## src/cpuPkg.sv

```systemverilog
package cpuPkg;

    // ==============================
    // Data widths
    // ==============================
    typedef logic [7:0]  byteT;        // Memory data byte
    typedef logic [7:0]  addressT;     // Memory byte address
    typedef logic [15:0] instructionT; // Two fetched bytes
    typedef logic [31:0] wordT;        // DR and R1 to R4
    typedef logic [1:0]  regSelT;      // Picks R1 to R4
    typedef logic [3:0]  regEnableT;   // One-hot register write enable
    typedef logic [11:0] stepT;        // One-hot timing step
    typedef logic [1:0]  byteLaneT;    // Byte of Rx sent on a store

    // Only the kept memory instructions carry a name
    typedef enum logic [5:0] {
        opLdal = 6'h1E,
        opLdah = 6'h1F,
        opSta  = 6'h20
    } opcodeT;

    typedef enum logic {
        addrPc = 1'b0,
        addrAr = 1'b1
    } addrSourceT;

    // ==============================
    // Timing steps
    // ==============================
    localparam stepT stepT0  = 12'b0000_0000_0001;
    localparam stepT stepT1  = 12'b0000_0000_0010;
    localparam stepT stepT2  = 12'b0000_0000_0100;
    localparam stepT stepT3  = 12'b0000_0000_1000;
    localparam stepT stepT4  = 12'b0000_0001_0000;
    localparam stepT stepT5  = 12'b0000_0010_0000;
    localparam stepT stepT6  = 12'b0000_0100_0000;
    localparam stepT stepT7  = 12'b0000_1000_0000;
    localparam stepT stepT8  = 12'b0001_0000_0000;
    localparam stepT stepT9  = 12'b0010_0000_0000;
    localparam stepT stepT10 = 12'b0100_0000_0000;
    localparam stepT stepT11 = 12'b1000_0000_0000;

    // ==============================
    // Instruction fields
    // ==============================
    localparam int opcodeHigh = 15;
    localparam int opcodeLow  = 10;
    localparam int regSelHigh = 9;
    localparam int regSelLow  = 8;
    // Address field sits in the low byte

    localparam addressT pcResetValue = 8'h00;

endpackage

```

## src/controlBus.sv

```systemverilog
`timescale 1ns/1ps

interface controlBus import cpuPkg::*; ();

    logic       pcIncrement;  // Step PC
    logic       arLoad;       // AR takes the address field
    logic       arIncrement;  // Step AR
    addrSourceT addrSource;   // PC or AR onto the memory address
    logic       drLoadByte;   // DR takes memory byte, zero-extended
    logic       drShiftByte;  // DR shifts left and takes byte in low lane
    regEnableT  rfLoad;       // Register write enable from DR
    byteLaneT   storeLane;    // Rx byte lane written to memory

    modport control (
        output pcIncrement, arLoad, arIncrement, addrSource,
        output drLoadByte, drShiftByte, rfLoad, storeLane
    );

    modport address (
        input pcIncrement, arLoad, arIncrement, addrSource
    );

    modport data (
        input drLoadByte, drShiftByte, rfLoad, storeLane
    );

endinterface

```

## src/instructionRegister.sv

```systemverilog
`timescale 1ns/1ps

module instructionRegister import cpuPkg::*; (
    input  logic    Clock,
    input  logic    Reset,
    input  byteT    memReadData,
    input  logic    irLoadLow,
    input  logic    irLoadHigh,
    output opcodeT  opcode,
    output regSelT  regSel,
    output addressT addressField
);

    byteT        lowByte;
    byteT        highByte;
    instructionT instruction;

    always_ff @(posedge Clock or posedge Reset) begin
        if (Reset) begin
            lowByte  <= '0;
            highByte <= '0;
        end else begin
            if (irLoadLow) lowByte <= memReadData;    // First fetch byte
            if (irLoadHigh) highByte <= memReadData;  // Second fetch byte
        end
    end

    assign instruction  = {highByte, lowByte};
    assign opcode       = opcodeT'(instruction[opcodeHigh:opcodeLow]);
    assign regSel       = instruction[regSelHigh:regSelLow];
    assign addressField = instruction[$bits(addressT)-1:0];

    // Both halves come from a single memory read port
    irLoadExclusive: assert property (@(posedge Clock) disable iff (Reset)
        !(irLoadLow && irLoadHigh))
        else $error("IR low and high loads asserted together");

endmodule

```

## src/controlUnit.sv

```systemverilog
`timescale 1ns/1ps

module controlUnit import cpuPkg::*; (
    input  logic   Clock,
    input  logic   Reset,
    input  opcodeT opcode,
    input  regSelT regSel,
    controlBus.control bus,
    output logic   irLoadLow,
    output logic   irLoadHigh,
    output logic   memWrite,
    output logic   memEnable,
    output stepT   step
);

    logic      endStep;     // Instruction finishes in this step
    regEnableT loadEnable;  // Decoded Rx write enable

    // ==============================
    // Timing counter
    // ==============================
    always_ff @(posedge Clock or posedge Reset) begin
        if (Reset) begin
            step <= stepT0;
        end else if (endStep) begin
            step <= stepT0;
        end else begin
            step <= {step[$bits(stepT)-2:0], step[$bits(stepT)-1]};  // Rotate
        end
    end

    assign loadEnable = regEnableT'(1) << regSel;

    // ==============================
    // Control word
    // ==============================
    always_comb begin
        bus.pcIncrement = 1'b0;
        bus.arLoad      = 1'b0;
        bus.arIncrement = 1'b0;
        bus.addrSource  = addrPc;
        bus.drLoadByte  = 1'b0;
        bus.drShiftByte = 1'b0;
        bus.rfLoad      = '0;
        bus.storeLane   = '0;
        irLoadLow       = 1'b0;
        irLoadHigh      = 1'b0;
        memWrite        = 1'b0;
        memEnable       = 1'b0;
        endStep         = 1'b0;

        case (step)
            stepT0: begin
                memEnable       = 1'b1;  // Read mem[PC]
                irLoadLow       = 1'b1;
                bus.pcIncrement = 1'b1;
            end
            stepT1: begin
                memEnable  = 1'b1;
                irLoadHigh = 1'b1;
            end
            stepT2: bus.pcIncrement = 1'b1;  // Point past the instruction
            stepT3: begin
                case (opcode)
                    opLdal, opLdah, opSta: bus.arLoad = 1'b1;
                    default: endStep = 1'b1;  // No-op
                endcase
            end
            stepT4, stepT5, stepT6, stepT7: begin
                bus.addrSource = addrAr;
                case (opcode)
                    opLdal: begin
                        if (step == stepT6) begin
                            bus.rfLoad = loadEnable;
                            endStep    = 1'b1;
                        end else begin
                            memEnable       = 1'b1;
                            bus.drLoadByte  = (step == stepT4);
                            bus.drShiftByte = (step == stepT5);
                            bus.arIncrement = (step == stepT4);
                        end
                    end
                    opLdah: begin
                        memEnable       = 1'b1;
                        bus.drLoadByte  = (step == stepT4);  // MSB arrives first
                        bus.drShiftByte = (step != stepT4);
                        bus.arIncrement = (step != stepT7);
                    end
                    opSta: begin
                        memEnable = 1'b1;
                        memWrite  = 1'b1;
                        // Lane follows the step, LSB first
                        case (step)
                            stepT4:  bus.storeLane = 2'd0;
                            stepT5:  bus.storeLane = 2'd1;
                            stepT6:  bus.storeLane = 2'd2;
                            default: bus.storeLane = 2'd3;
                        endcase
                        bus.arIncrement = (step != stepT7);
                        endStep         = (step == stepT7);
                    end
                    default: endStep = 1'b1;
                endcase
            end
            stepT8: begin
                bus.rfLoad = loadEnable;  // Only LDAH lives this long
                endStep    = 1'b1;
            end
            stepT9, stepT10, stepT11: endStep = 1'b0;  // Never reached, wraps by rotation
            default: endStep = 1'b1;
        endcase
    end

    stepOneHot: assert property (@(posedge Clock) disable iff (Reset)
        $onehot(step))
        else $error("Timing step not one-hot");

    writeNeedsEnable: assert property (@(posedge Clock) disable iff (Reset)
        memWrite |-> memEnable)
        else $error("Memory write without enable");

endmodule

```

## src/addressUnit.sv

```systemverilog
`timescale 1ns/1ps

module addressUnit import cpuPkg::*; (
    input  logic    Clock,
    input  logic    Reset,
    controlBus.address bus,
    input  addressT addressField,
    output addressT memAddress
);

    addressT pc;
    addressT ar;

    // ==============================
    // PC and AR
    // ==============================
    always_ff @(posedge Clock or posedge Reset) begin
        if (Reset) begin
            pc <= pcResetValue;
        end else if (bus.pcIncrement) begin
            pc <= pc + 8'd1;
        end
    end

    always_ff @(posedge Clock or posedge Reset) begin
        if (Reset) begin
            ar <= '0;
        end else if (bus.arLoad) begin
            ar <= addressField;  // Operand address from IR
        end else if (bus.arIncrement) begin
            ar <= ar + 8'd1;     // Next byte of the operand
        end
    end

    assign memAddress = (bus.addrSource == addrAr) ? ar : pc;

    arLoadOrIncrement: assert property (@(posedge Clock) disable iff (Reset)
        !(bus.arLoad && bus.arIncrement))
        else $error("AR load and increment requested together");

endmodule

```

## src/dataUnit.sv

```systemverilog
`timescale 1ns/1ps

module dataUnit import cpuPkg::*; (
    input  logic   Clock,
    input  logic   Reset,
    controlBus.data bus,
    input  byteT   memReadData,
    input  regSelT regSel,
    output byteT   memWriteData
);

    wordT dr;
    wordT regFile [4];  // R1 to R4
    wordT storeWord;

    // ==============================
    // Data register
    // ==============================
    always_ff @(posedge Clock or posedge Reset) begin
        if (Reset) begin
            dr <= '0;
        end else if (bus.drLoadByte) begin
            dr <= wordT'(memReadData);  // Zero-extend
        end else if (bus.drShiftByte) begin
            dr <= {dr[$bits(wordT)-$bits(byteT)-1:0], memReadData};
        end
    end

    // ==============================
    // General registers
    // ==============================
    always_ff @(posedge Clock or posedge Reset) begin
        if (Reset) begin
            for (int i = 0; i < 4; i++) begin
                regFile[i] <= '0;
            end
        end else begin
            for (int i = 0; i < 4; i++) begin
                if (bus.rfLoad[i]) regFile[i] <= dr;
            end
        end
    end

    // Store path picks one byte of Rx
    assign storeWord    = regFile[regSel];
    assign memWriteData = storeWord[{bus.storeLane, 3'b000} +: $bits(byteT)];

    rfLoadOneHot: assert property (@(posedge Clock) disable iff (Reset)
        $onehot0(bus.rfLoad))
        else $error("More than one register write enable");

endmodule

```

## src/cpuSystem.sv

```systemverilog
`timescale 1ns/1ps

module cpuSystem import cpuPkg::*; (
    input  logic    Clock,
    input  logic    Reset,
    input  byteT    memReadData,
    output addressT memAddress,
    output byteT    memWriteData,
    output logic    memWrite,
    output logic    memEnable,
    output stepT    step
);

    opcodeT  opcode;
    regSelT  regSel;
    addressT addressField;
    logic    irLoadLow;
    logic    irLoadHigh;

    controlBus bus ();

    instructionRegister instructionRegister_i (
        .Clock        (Clock),
        .Reset        (Reset),
        .memReadData  (memReadData),
        .irLoadLow    (irLoadLow),
        .irLoadHigh   (irLoadHigh),
        .opcode       (opcode),
        .regSel       (regSel),
        .addressField (addressField)
    );

    controlUnit controlUnit_i (
        .Clock      (Clock),
        .Reset      (Reset),
        .opcode     (opcode),
        .regSel     (regSel),
        .bus        (bus.control),
        .irLoadLow  (irLoadLow),
        .irLoadHigh (irLoadHigh),
        .memWrite   (memWrite),
        .memEnable  (memEnable),
        .step       (step)
    );

    addressUnit addressUnit_i (
        .Clock        (Clock),
        .Reset        (Reset),
        .bus          (bus.address),
        .addressField (addressField),
        .memAddress   (memAddress)
    );

    dataUnit dataUnit_i (
        .Clock        (Clock),
        .Reset        (Reset),
        .bus          (bus.data),
        .memReadData  (memReadData),
        .regSel       (regSel),
        .memWriteData (memWriteData)
    );

endmodule

```

## config.mk

```make
export PLATFORM = sky130hd
export DESIGN_NAME = cpuSystem
export DESIGN_NICKNAME = d
export VERILOG_FILES = /design/src/cpuPkg.sv /design/src/controlBus.sv /design/src/instructionRegister.sv /design/src/controlUnit.sv /design/src/addressUnit.sv /design/src/dataUnit.sv /design/src/cpuSystem.sv
export SDC_FILE = /design/constraint.sdc
export NUM_CORES = 1
export LEC_CHECK = 0
export ABC_CLOCK_PERIOD_IN_PS = 8600
export BUFFER_PORTS_ARGS = -buffer_cell sky130_fd_sc_hd__buf_2
export CAP_MARGIN = 15
export CORE_ASPECT_RATIO = 0.5
export CORE_MARGIN = 10
export CORE_UTILIZATION = 51
export DETAILED_ROUTE_END_ITERATION = 10
export PLACE_DENSITY = 0.76
export SYNTH_ARGS = -nofsm -noshare
export SYNTH_HDL_FRONTEND = slang
export SYNTH_HIERARCHICAL = 1
export SYNTH_SLANG_ARGS = --single-unit
```

## constraint.sdc

```tcl
create_clock -name Clock -period 8.6 [get_ports Clock]
set_input_delay 0.86 -clock Clock [delete_from_list [all_inputs] [get_ports Clock]]
set_output_delay 0.86 -clock Clock [all_outputs]
set_load 0.02 [all_outputs]
```

Word-level counts from Yosys, hierarchy flattened. Index checks and enable logic that the tools add are counted.

Output and inout bits: 30. Register bits after elaboration: 204. Word-level logic and storage cells: 79.

Multiplexer cells: 38. Add/subtract/negate cells: 2. Bitwise logic cells: 1. Order comparisons: 1. Reduce and logical (&&, ||, !) cells: 8. Equality and inequality tests: 17. Shift operators: 2.

Operators by type and width (count): 32-bit 2-to-1 mux (4); 32-bit binary-select mux with 2-bit select (1); 32-bit by 6-bit variable part select with 8-bit output (1); 8-bit 2-to-1 mux (3); 8-bit by 1-bit adder with 8-bit output, second input constant (2); 1-bit 2-to-1 mux (16); 12-bit by 1-bit equality test with 1-bit output, second input constant (1); 12-bit by 10-bit equality test with 1-bit output, second input constant (1); 12-bit by 11-bit equality test with 1-bit output, second input constant (1); 12-bit equality test, second input constant (1); 12-bit by 2-bit equality test with 1-bit output, second input constant (1); 12-bit by 3-bit equality test with 1-bit output, second input constant (1); 12-bit by 4-bit equality test with 1-bit output, second input constant (1); 12-bit by 5-bit equality test with 1-bit output, second input constant (1); 12-bit by 6-bit equality test with 1-bit output, second input constant (1); 12-bit by 7-bit equality test with 1-bit output, second input constant (1); 12-bit by 8-bit equality test with 1-bit output, second input constant (1); 12-bit by 9-bit equality test with 1-bit output, second input constant (1); 6-bit by 5-bit equality test with 1-bit output, second input constant (2); 12-bit 2-to-1 mux (1); 12-bit by 5-bit != test with 1-bit output, second input constant (1); 12-bit by 8-bit != test with 1-bit output, second input constant (1); 1-bit one-hot mux with 2 select lines (5); 4-bit 2-to-1 mux (2); other kinds (13) (18).

Longest topological paths before layout. Gate-level depths: netlist (run 1).

Depth in word-level cells: 6. Gate-level depth with buffers: 11. Depth with buffers taken out: 8.

By module. Netlist (run 1), hierarchy kept.

By module, submodules not included: dataUnit (instances 1, area each 7041.8 um^2, seq. area each 4003.8 um^2, cells an instance 439); controlUnit (instances 1, area each 919.6 um^2, seq. area each 301.5 um^2, cells an instance 117); addressUnit (instances 1, area each 879.6 um^2, seq. area each 400.4 um^2, cells an instance 86); instructionRegister (instances 1, area each 666.9 um^2, seq. area each 400.4 um^2, cells an instance 35).

Worst setup path before layout (run 1). OpenSTA, ideal clock, no wires.

Path kind: register -> output. Start point: register controlUnit_i.step[9]. End point: output memWriteData[0]. Buffers on the path: 2. Path slack: 5.078 ns. Arrival time: 2.662 ns. Stages on the path, launching flop included: 10. Required time: 7.740 ns. Path through: dfrtp_1 nor4_1 and2_0 clkbuf_1 nand2_1 nor4_1 nor2b_1 buf_1 a22oi_1 nand2_1.

Longest elaborated chain between the ends: 5.

Ends and longest elaborated chain: from (decl) (line controlUnit.sv:13) `output stepT step`; from (signal assigned) (line controlUnit.sv:24) `step <= stepT0;`; from (signal assigned) (line controlUnit.sv:26) `step <= stepT0;`; from (signal assigned) (line controlUnit.sv:28) `step <= {step[$bits(stepT)-2:0], step[$bits(stepT)-1]};`; 12-bit by 7-bit equality test with 1-bit output, or another cell as far along (line controlUnit.sv:52, controlUnit.sv:93); 2-bit one-hot mux with 3 select lines (line controlUnit.sv:93) `case (step)`; 2-bit 2-to-1 mux (line controlUnit.sv:71) `case (opcode)`; 2-bit 2-to-1 mux * (line controlUnit.sv:52) `case (step)`; net bus.storeLane[0] (line controlBus.sv:12) `byteLaneT storeLane;`; 32-bit by 6-bit variable part select with 8-bit output * (line dataUnit.sv:46) `assign memWriteData = storeWord[{bus.storeLane, 3'b000} +: $bits(byteT)];`; to (decl) (line cpuSystem.sv:8) `output byteT memWriteData,`.

Mark *: on every way through the listed nets, which the timed path passes. The rest lies on a longest branch.

Final worst setup path (run 1).
Start point: register controlUnit_i.step[9]. End point: output memWriteData[2].

The elaborated chain is that of the path after synthesis.

==> metrics.csv, run 1 <==
metric;value;unit
area_delta_synth_final;9.57;%
worstPathArrival;4160;ps
finalSetupViolCount;0;
ys_types;51;
p_int;1.70;mW
syn_nets;689;
cts_made_buffers;19;
clock_power_share;33.0;%
drive_gt1_share;35.7;%
detailedRoute.firstPassIterationCount;4;
grtUsageTotal;16.0;%
ios;40;
io_buffers;39;
overflow;0;
cts_tree;built;
met1_usage;21.8;%
synth.avg_cell_area;14.0;um2
drc;0;
max_stage_delay;840;ps
synthArstFlopShare;100;%
crit_required;7740;ps
ant_nets;0;
drv_cap;0;
dp_hpwl;11800;um
setup_ws;3580;ps
status;finished clean;
core.rowCount;35;
drt_iter0_markers;373;
place_congestion;0.825;
hp-class;input pin to async pin;
clock-sinks;204;
cts.htree.levels;1;
irDropWorstVdd;0.000167;V
synth-edff-count;0;
path_clk_slew;70;ps
fin_nets;713;
root_buffer;clkbuf_16;
ys.flop_type;dfrtp_1;
core;18300;um2
met3_usage;2.60;%
start_util;51.8;%
p_comb_share;19.1;%
via_per_inst;5.82;
pre_cts_slack;4260;ps
finalCritPeriodShare;58.3;%
ys_warn_count;6;
ys_seq_area_share;53.7;%
routed_wirelength;19000;um
powerDensity;228;nW/um2
endpoint_kind;output pin;
die_h;117;um
switching_power;0.676;mW
crit_type;flip-flop to output pin;
clock_latency;490;ps
ys_ff_latch;204;
hold_buffers;0;
setup_tns;0;ps
antenna_cells;0;
drt-wirelength-per-cell;20.0;um
top_usage_layer;met2;
drv_slew;0;
grt_start_max_net_pins;99;
cp_max_fo;8;
grt_pass1_vias;5876;
tightest_slew;984;ps
skew;13.7;ps
cts_resized;0;
swShare;28.5;%
leakagePower;5.03;nW
hold_viol_final;0;
start_kind;flip-flop;
postCtsSetupBuffers;0;
max_freq;0.199;GHz
grtUsageMet2;26.6;%
syn_area;9510;um2
grt_pass1_wl;31900;um
die_w;213;um
clockBufferDepth;3;
path_cells;nor4_1 -> and2_0 -> nand2_1 -> nor4_1 -> nor2b_1 -> a22oi_1 -> nand2_1 -> buf_2;
via_count;5556;
seqPwrFrac;47.9;%
syn_inst;677;
antenna_found_initial;1;
die_area;24800;um2
relSlewSlack;33.8;%
cpMaxStageDelayCell;nor4_1;
fin_crit;5020;ps
rsz0062_at_grt;no;
==> flip-flops by register name, summed over array words and instances, names as in the netlist <==
name and cells:
addressUnit_i/ar 8, addressUnit_i/pc 8, controlUnit_i/step 12, dataUnit_i/dr 32, dataUnit_i/regFile 128, instructionRegister_i/addressField 8
instructionRegister_i/highByte 8
==> metal layers <==
layer  vias to the layer above  share of wire (%)
met5                         -                  0
met2                       102                 47
met4                         0                1.5
met3                        25                3.9
li1                       2521                  -
met1                      2908                 48
==> layout make-up <==
type / instances / area [um2]
fill: 1442 / 7930
tap: 240 / 300
inverter: 11 / 46.3
clock inverter: 2 / 16.3
multi-input combinational: 416 / 4120
timing repair buffer: 49 / 270
sequential: 204 / 5110
clock buffer: 32 / 554
==> layout by cell type, fill, tap and decap left out, drive strengths merged, types with 3 or more instances in the layout <==
cell type	netlist	routed
a21boi	6	6
a21oi	6	6
a22oi	16	16
and2	3	3
buf	28	49
clkbuf	18	32
dfrtp	203	203
inv	11	12
mux2	161	161
mux2i	25	25
mux4	32	32
nand2	31	31
nand3	12	12
nand4	8	8
nor2	36	36
nor2b	7	7
nor3	10	10
nor3b	7	7
nor4	6	6
o21ai	15	15
or4	3	3
xnor2	6	6
xor2	10	10
==> final timing paths <==
check / start / to / slack, ps / cells after the start
worst min-delay path: Reset / controlUnit_i/step[10] / 460 / 2
min in group Clock: addressUnit_i/pc[7] / addressUnit_i/pc[7] / 470 / 1
worst min register to register: addressUnit_i/pc[7] / addressUnit_i/pc[7] / 470 / 1
worst max-delay path: controlUnit_i/step[9] / memWriteData[2] / 3580 / 8
max in group asynchronous: Reset / dataUnit_i/regFile[88] / 6670 / 3
worst max register to register: controlUnit_i/step[9] / addressUnit_i/ar[6] / 5100 / 7
==> critical path, delay by kind of cell, from the launching register on <==
kind            cells  cell delay [ps]
compound gates      1              180
buf+inv             1              180
flops               1              430
simple gates        6             2870
==> Yosys cell counts (7+ instances only) <==
| cell type | n | share of area [%] |
|---|---|---|
| mux4_1 | 17 | 4.7 |
| nand4_1 | 7 | 0.46 |
| clkbuf_1 | 17 | 0.67 |
| inv_1 | 11 | 0.43 |
| a22oi_1 | 16 | 1.3 |
| mux2_1 | 10 | 1.2 |
| nand3_1 | 12 | 0.63 |
| mux2_4 | 16 | 2.5 |
| nor3b_1 | 7 | 0.55 |
| mux2i_1 | 25 | 2.6 |
| xor2_1 | 10 | 0.92 |
| dfrtp_1 | 203 | 53 |
| mux4_2 | 15 | 3.6 |
| nor2_1 | 35 | 1.4 |
| nor3_1 | 9 | 0.47 |
| buf_2 | 18 | 0.95 |
| o21ai_0 | 12 | 0.63 |
| nor2b_1 | 7 | 0.46 |
| nand2_1 | 31 | 1.2 |
| mux2_2 | 135 | 16 |
==> cells by family after synthesis <==
family,synth area share (%)
muxes,30.6
xor gates and xnor gates,1.47
adders and majority gates,0.263
DFF,53.7
AOI/OAI and AO/OA,3.68
other,0.0394
buffers and inverters,3.36
and+or+nand+nor,6.90
==> metrics by stage <==
stage                     util [%]  area [um2]  instances  power (mW)  hold WS, ps
after floorplan                  -        9510        677        1.52          438
after global placement        53.7        9850        920        1.60          455
after detailed placement      53.7        9850        920        1.61          459
after CTS                     56.8       10400        954        2.40          460
after global routing          56.8       10400        954        2.49          490
final                         56.8       10400        954        2.37          457
==> power by group through the flow <==
| stage | Sequential, mW | Combinational (mW) | Clock, mW |
|---|---|---|---|
| after floorplan | 1.13 | 0.392 | 0 |
| after global placement | 1.15 | 0.451 | 0 |
| after detailed placement | 1.15 | 0.458 | 0 |
| after CTS | 1.13 | 0.459 | 0.802 |
| after global routing | 1.15 | 0.493 | 0.849 |
| final | 1.14 | 0.454 | 0.783 |
Power figures use the tool's default switching activity.
==> run 2, diff against run 1 <==
--- a/config.mk
+++ b/config.mk
@@ -5,7 +5,7 @@
 export SDC_FILE = /design/constraint.sdc
 export NUM_CORES = 1
 export LEC_CHECK = 0
-export ABC_CLOCK_PERIOD_IN_PS = 8600
+export ABC_CLOCK_PERIOD_IN_PS = 4640
 export BUFFER_PORTS_ARGS = -buffer_cell sky130_fd_sc_hd__buf_2
 export CAP_MARGIN = 15
 export CORE_ASPECT_RATIO = 0.5
==> constraint.sdc (replaced) <==
create_clock -name Clock -period 4.64 [get_ports Clock]
set_input_delay 0.464 -clock Clock [delete_from_list [all_inputs] [get_ports Clock]]
set_output_delay 0.464 -clock Clock [all_outputs]
set_load 0.02 [all_outputs]
==> run 2 against run 1 <==
  * Core utilization grew 0.17 points
  * Combinational power grew 63%
  * Via count up 1.2%
  * Largest cell class unchanged
  * Critical path type unchanged
  * Setup slack worse by 3200 ps
==> metrics.csv, run 2 (same netlist as run 1, synthesis figures left out) <==
metric;value;unit;change
place_congestion;0.829;;+0.40%
clock-sinks;204;;unchanged
antenna_found_initial;0;;-1
crit_type;flip-flop to output pin;;
relSlewSlack;27.2;%;-6.6 points
cts_tree;built;;
die_area;24800;um2;unchanged
dp_hpwl;12200;um;+3.2%
via_per_inst;5.89;;+1.2%
hold_viol_final;0;;unchanged
ios;40;;unchanged
cpMaxStageDelayCell;nor4_1;;
drc;0;;unchanged
largestRegisters;dataUnit_i/regFile (128), dataUnit_i/dr (32), controlUnit_i/step (12);;
overflow;0;;unchanged
largest_reg_flops;128;;unchanged
die_h;117;um;unchanged
setup_tns;0;ps;unchanged
drv_slew;0;;unchanged
area_delta_synth_final;9.90;%;
final_common_cell;dfrtp_1;;
fin_crit;4240;ps;
start_util;51.8;%;unchanged
grt_start_max_net_pins;161;;+63%
core;18300;um2;unchanged
worstPathArrival;3770;ps;-390 ps
path_cells;nor4_1 -> and2_0 -> nand2_1 -> nor4_1 -> nor2b_2 -> a22oi_1 -> nand2_1 -> buf_2;;
detailedRoute.firstPassIterationCount;7;;+3
hp-class;input pin to async pin;;
path_buf_inv;1;;unchanged
utilization;56.9;%;+0.17 points
tightest_slew;1090;ps;+108 ps
drt_iter0_markers;285;;-24%
rsz0062_at_grt;no;;
start_kind;flip-flop;;
grtUsageTotal;16.2;%;+0.20 points
powerDensity;423;nW/um2;+86%
setup_ws;404;ps;-3180 ps
max_freq;0.236;GHz;
place_area;9870;um2;+0.19%
grt_pass1_vias;5880;;+0.068%
antenna_cells;0;;unchanged
crit_family;simple AND/OR/NAND/NOR gates;;
grt_pass1_wl;32200;um;+0.97%
path_clk_slew;60;ps;about the same
max_stage_delay;690;ps;-150 ps
pre_cts_slack;795;ps;-3470 ps
clock_latency;490;ps;about the same
drt-wirelength-per-cell;20.6;um;+3.0%
finalSetupViolCount;0;;unchanged
cts.htree.levels;1;;unchanged
design_area;10400;um2;+0.30%
skew;7.19;ps;-6.52 ps
fin_nets;714;;+0.14%
drive_gt1_share;36.8;%;+1.1 points
irDropWorstVdd;0.000207;V;+24%
cts_made_buffers;19;;unchanged
drv_cap;0;;unchanged
ant_nets;0;;unchanged
finalCritPeriodShare;91.3;%;
crit_required;4180;ps;-3560 ps
cp_max_fo;8;;unchanged
top_register;dataUnit_i/regFile;;
via_count;5622;;+1.2%
status;finished clean;;
routed_wirelength;19600;um;+3.0%
leakagePower;5.05;nW;+0.55%
core.rowCount;35;;unchanged
endpoint_kind;output pin;;
root_buffer;clkbuf_16;;
die_w;213;um;unchanged
most-common-layout-cells;dfrtp_1, mux2_2, buf_2;;
finalPower;4.42;mW;+86%
clockBufferDepth;3;;unchanged
io_buffers;39;;unchanged
## run 2: cell count changes in the layout (fill, tap and decap cells not counted), sizes merged
cell,change
buf,+1
clkinv,+6
inv,-1
clkbuf,-6
## run 2: repair_timing
item                       CTS  global route
setup endpoints to repair    0             8
setup buffers                0             0
gates resized for setup      0             1
hold buffers                 0             0
## run 2: cell type report
class / count / area, um2
Inverter: 11 / 45.0
Clock buffer: 26 / 542
Clock inverter: 7 / 38.8
Tap cell: 240 / 300
Sequential cell: 204 / 5110
Multi-Input combinational cell: 416 / 4130
Fill cell: 1436 / 7900
Timing Repair Buffer: 50 / 290
## run 2: worst paths after layout
check                                      start                           endpoint  slack [ps]  cells past startpoint
max reg2reg                controlUnit_i/step[3]                   dataUnit_i/dr[9]        1350                      7
min                                        Reset              controlUnit_i/step[1]          50                      2
max                        controlUnit_i/step[3]                    memWriteData[2]         400                      8
max in group asynchronous                  Reset                  dataUnit_i/dr[27]        3760                      3
min reg2reg                  addressUnit_i/pc[7]                addressUnit_i/pc[7]         470                      1
min in group Clock                memReadData[0]  instructionRegister_i/highByte[0]         240                      2
## run 2: worst register-to-register path: cells and delay by family (launching register included)
family	cells	cell delay, ps
buf+inv	1	390
mux	1	230
simple gates	4	1810
compound gates	1	290
flops	1	450
## run 2: where the power goes
part	leakage (nW)	switching (mW)	internal, mW	total [mW]
combinational	1.98	0.339	0.400	0.739
clock	0.294	0.649	0.819	1.47
sequential	2.78	0.288	1.93	2.21
total	5.05	1.28	3.14	4.42
## run 2: metal layers
metal  vias to the layer above  wire length [um]  GRT usage [%]
li1                       2527                 -              -
met1                      2960              9220           22.0
met2                       101              9080           26.3
met3                        34              1010           3.70
met4                         0               311           3.45
met5                         -                 0              0
## run 2: stage by stage
stage | std cells | hold slack (ps)
floorplan | 677 | 328
global placement | 921 | 454
detailed placement | 921 | 458
CTS | 954 | 48.4
global route | 954 | 83.4
finish | 954 | 45.9
==> run 3, diff against run 2 <==
--- a/config.mk
+++ b/config.mk
@@ -5,15 +5,14 @@
 export SDC_FILE = /design/constraint.sdc
 export NUM_CORES = 1
 export LEC_CHECK = 0
-export ABC_CLOCK_PERIOD_IN_PS = 4640
+export ABC_CLOCK_PERIOD_IN_PS = 3700
 export BUFFER_PORTS_ARGS = -buffer_cell sky130_fd_sc_hd__buf_2
 export CAP_MARGIN = 15
 export CORE_ASPECT_RATIO = 0.5
 export CORE_MARGIN = 10
 export CORE_UTILIZATION = 51
 export DETAILED_ROUTE_END_ITERATION = 10
-export PLACE_DENSITY = 0.76
+export PLACE_DENSITY = 0.79
 export SYNTH_ARGS = -nofsm -noshare
 export SYNTH_HDL_FRONTEND = slang
-export SYNTH_HIERARCHICAL = 1
 export SYNTH_SLANG_ARGS = --single-unit
==> constraint.sdc (replaced) <==
create_clock -name Clock -period 3.7 [get_ports Clock]
set_input_delay 0.37 -clock Clock [delete_from_list [all_inputs] [get_ports Clock]]
set_output_delay 0.37 -clock Clock [all_outputs]
set_load 0.02 [all_outputs]
==> run 3 against run 2 <==
  * Non-clock buffer count up 3
  * Combinational power up 27%
  * Cell count up 2.1%
  * Setup slack worse by 13 ps
  * Core utilization up 0.82 points
  * Count of clock-buffer cells in the layout up 2
  * Synthesized cell count up 0.74%
  * Largest power group unchanged
  * Critical endpoint is now memWriteData[6]
  * First-iteration DRC count up 76%
  * Clock skew up 16 ps
  * Largest cell class unchanged
  * Sequential share of layout area down 0.58 points
==> metrics.csv, run 3 <==
metric;value;unit;change
syn_inst;682;;+0.74%
yosysMostFrequentCell;dfrtp_1;;
ys_ff_latch;204;;unchanged
path_cells;nor4_2 -> nand2_2 -> nor3_4 -> buf_4 -> mux2i_1 -> o21ai_1 -> o21a_1 -> buf_2;;
hp-class;input pin to async pin;;
cpMaxStageDelayCell;nor4_2;;
synth_top_area_share;53.8;%;+0.35 points
drt_iter0_markers;501;;+76%
met1_usage;21.7;%;-0.32 points
die_w;212;um;-0.29%
antenna_found_initial;0;;unchanged
synth-edff-count;0;;unchanged
drt-wirelength-per-cell;20.4;um;-0.69%
endpoint_kind;output pin;;
irDropWorstVdd;0.000307;V;+48%
ys_warn_count;0;;-6
drc;0;;unchanged
synth_top_cell_by_area;dfrtp_1;;
hold_buffers;0;;unchanged
design_area;10600;um2;+1.2%
finalCritPeriodShare;89.4;%;
crit_required;3330;ps;-850 ps
grt_pass1_vias;6005;;+2.1%
postCtsSetupBuffers;0;;unchanged
synth_area_leaders;dfrtp_1, mux2_1, mux4_2;;
final_common_cell;dfrtp_1;;
drv_cap;0;;unchanged
ys_seq_area_share;54.1;%;+0.35 points
clockBufferDepth;3;;unchanged
die_area;24700;um2;-0.56%
drv_slew;0;;unchanged
drive_gt1_share;20.2;%;-17 points
path_clk_slew;60;ps;about the same
fillerInstances;1403;;-2.3%
grt_pass1_wl;32700;um;+1.4%
ys_types;51;;unchanged
dp_hpwl;12500;um;+2.5%
via_count;5680;;+1.0%
ios;40;;unchanged
grtUsageTotal;16.5;%;+0.27 points
die_h;116;um;-0.27%
place_congestion;0.814;;-1.8%
finalSetupViolCount;0;;unchanged
cts_tree;built;;
final_cells;974;;+2.1%
most-common-layout-cells;dfrtp_1, mux2_1, nand2_1;;
max_stage_delay;520;ps;-170 ps
clock_latency;510;ps;+20 ps
ant_nets;0;;unchanged
powerDensity;534;nW/um2;+26%
io_buffers;39;;unchanged
largestRegisters;dataUnit_i.regFile (128), dataUnit_i.dr (32), controlUnit_i.step (12);;
hold_viol_final;0;;unchanged
largest_reg_flops;128;;unchanged
syn_area;9450;um2;-0.64%
fin_crit;3310;ps;
top_usage_layer;met2;;
place_area;9900;um2;+0.34%
worstPathArrival;2940;ps;-830 ps
cp_max_fo;17;;+9
cts_resized;0;;unchanged
synthTopCellsByCount;dfrtp_1, mux2_1, nand2_1, nor2_1;;
detailedRoute.firstPassIterationCount;4;;-3
start_util;51.6;%;-0.21 points
root_buffer;clkbuf_16;;
ys.flop_type;dfrtp_1;;
fin_nets;733;;+2.7%
max_freq;0.302;GHz;
setup_tns;0;ps;unchanged
via_per_inst;5.83;;-1.0%
start_kind;flip-flop;;
top_register;dataUnit_i.regFile;;
crit_type;flip-flop to output pin;;
core;18300;um2;-0.24%
area_delta_synth_final;11.9;%;
synthArstFlopShare;100;%;unchanged
routed_wirelength;19900;um;+1.4%
relSlewSlack;41.0;%;+14 points
cts.htree.levels;1;;unchanged
multi_input_area;4150;um2;+0.49%
grtUsageMet2;27.9;%;+1.5 points
met3_usage;3.40;%;-0.29 points
cts_made_buffers;20;;+1
syn_nets;694;;+0.73%
dp_cells;939;;+2.0%
skew;23.6;ps;+16.4 ps
synth.avg_cell_area;13.9;um2;-1.4%
clock-sinks;204;;unchanged
rsz0062_at_grt;no;;
regArea;5110;um2;unchanged
status;finished clean;;
leakagePower;5.17;nW;+2.2%
core.rowCount;35;;unchanged
setup_ws;391;ps;-13.1 ps
tightest_slew;885;ps;-206 ps
pre_cts_slack;923;ps;+128 ps
overflow;0;;unchanged
grt_start_max_net_pins;163;;+1.2%
==> run 3: cell families after synthesis <==
logic type	after synthesis	synth area share [%]
other	1	0.0397
DFF	204	54.1
xor gates and xnor gates	19	1.76
adders and majority gates	2	0.265
and+or+nand+nor	147	8.49
muxes	225	30.2
buffers and inverters	44	2.09
AOI/OAI and AO/OA	40	3.09
==> run 3: per-stage QoR <==
| stage | total power [mW] | hold WS, ps | util (%) |
|---|---|---|---|
| 6_report | 5.64 | 61.9 | 57.8 |
| 2_1_floorplan | 3.33 | 438 | - |
| 5_1_grt | 5.92 | 106 | 57.8 |
| 3_3_place_gp | 3.57 | 451 | 54.1 |
| 3_5_place_dp | 3.61 | 457 | 54.1 |
| 4_1_cts | 5.69 | 77.6 | 57.8 |
==> run 3: power breakdown <==
part	total (mW)	switching [mW]	internal [mW]
Clock	2.08	0.870	1.21
Sequential	2.62	0.235	2.39
Combinational	0.942	0.544	0.398
==> run 3: routing by layer <==
layer | vias to the layer above | wire length (um)
met5 | - | 0
met4 | 0 | 263
met3 | 18 | 965
met2 | 110 | 9550
met1 | 2996 | 9120
li1 | 2556 | -
==> run 3: final cells by class <==
cell class / count / share of cell area (%)
Clock buffer: 28 / 5.30
Tap cell: 240 / 2.84
Multi-Input combinational cell: 434 / 39.2
Timing Repair Buffer: 53 / 2.96
Antenna cell: 1 / 0.0237
Inverter: 8 / 0.319
Clock inverter: 6 / 1.05
Sequential cell: 204 / 48.3
==> run 3: path summary, 6_finish.rpt <==
| check | startpoint | to | slack (ps) | cells after the start |
|---|---|---|---|---|
| worst max-delay path | controlUnit_i.step[8] | memWriteData[6] | 390 | 8 |
| worst min-delay path | Reset | addressUnit_i.ar[7] | 60 | 3 |
| worst max register to register | instructionRegister_i.highByte[4] | dataUnit_i.regFile[80] | 1010 | 7 |
| worst min register to register | instructionRegister_i.addressField[2] | instructionRegister_i.addressField[2] | 470 | 2 |
| max in group asynchronous | Reset | dataUnit_i.regFile[109] | 2950 | 3 |
| min in group Clock | memReadData[6] | instructionRegister_i.addressField[6] | 110 | 3 |
==> run 3: worst max-delay path: cells and delay by family (launching register included) <==
kind	cells	cell delay [ps]
mux	1	120
flops	1	440
simple gates	3	1010
buf+inv	2	460
compound gates	2	410
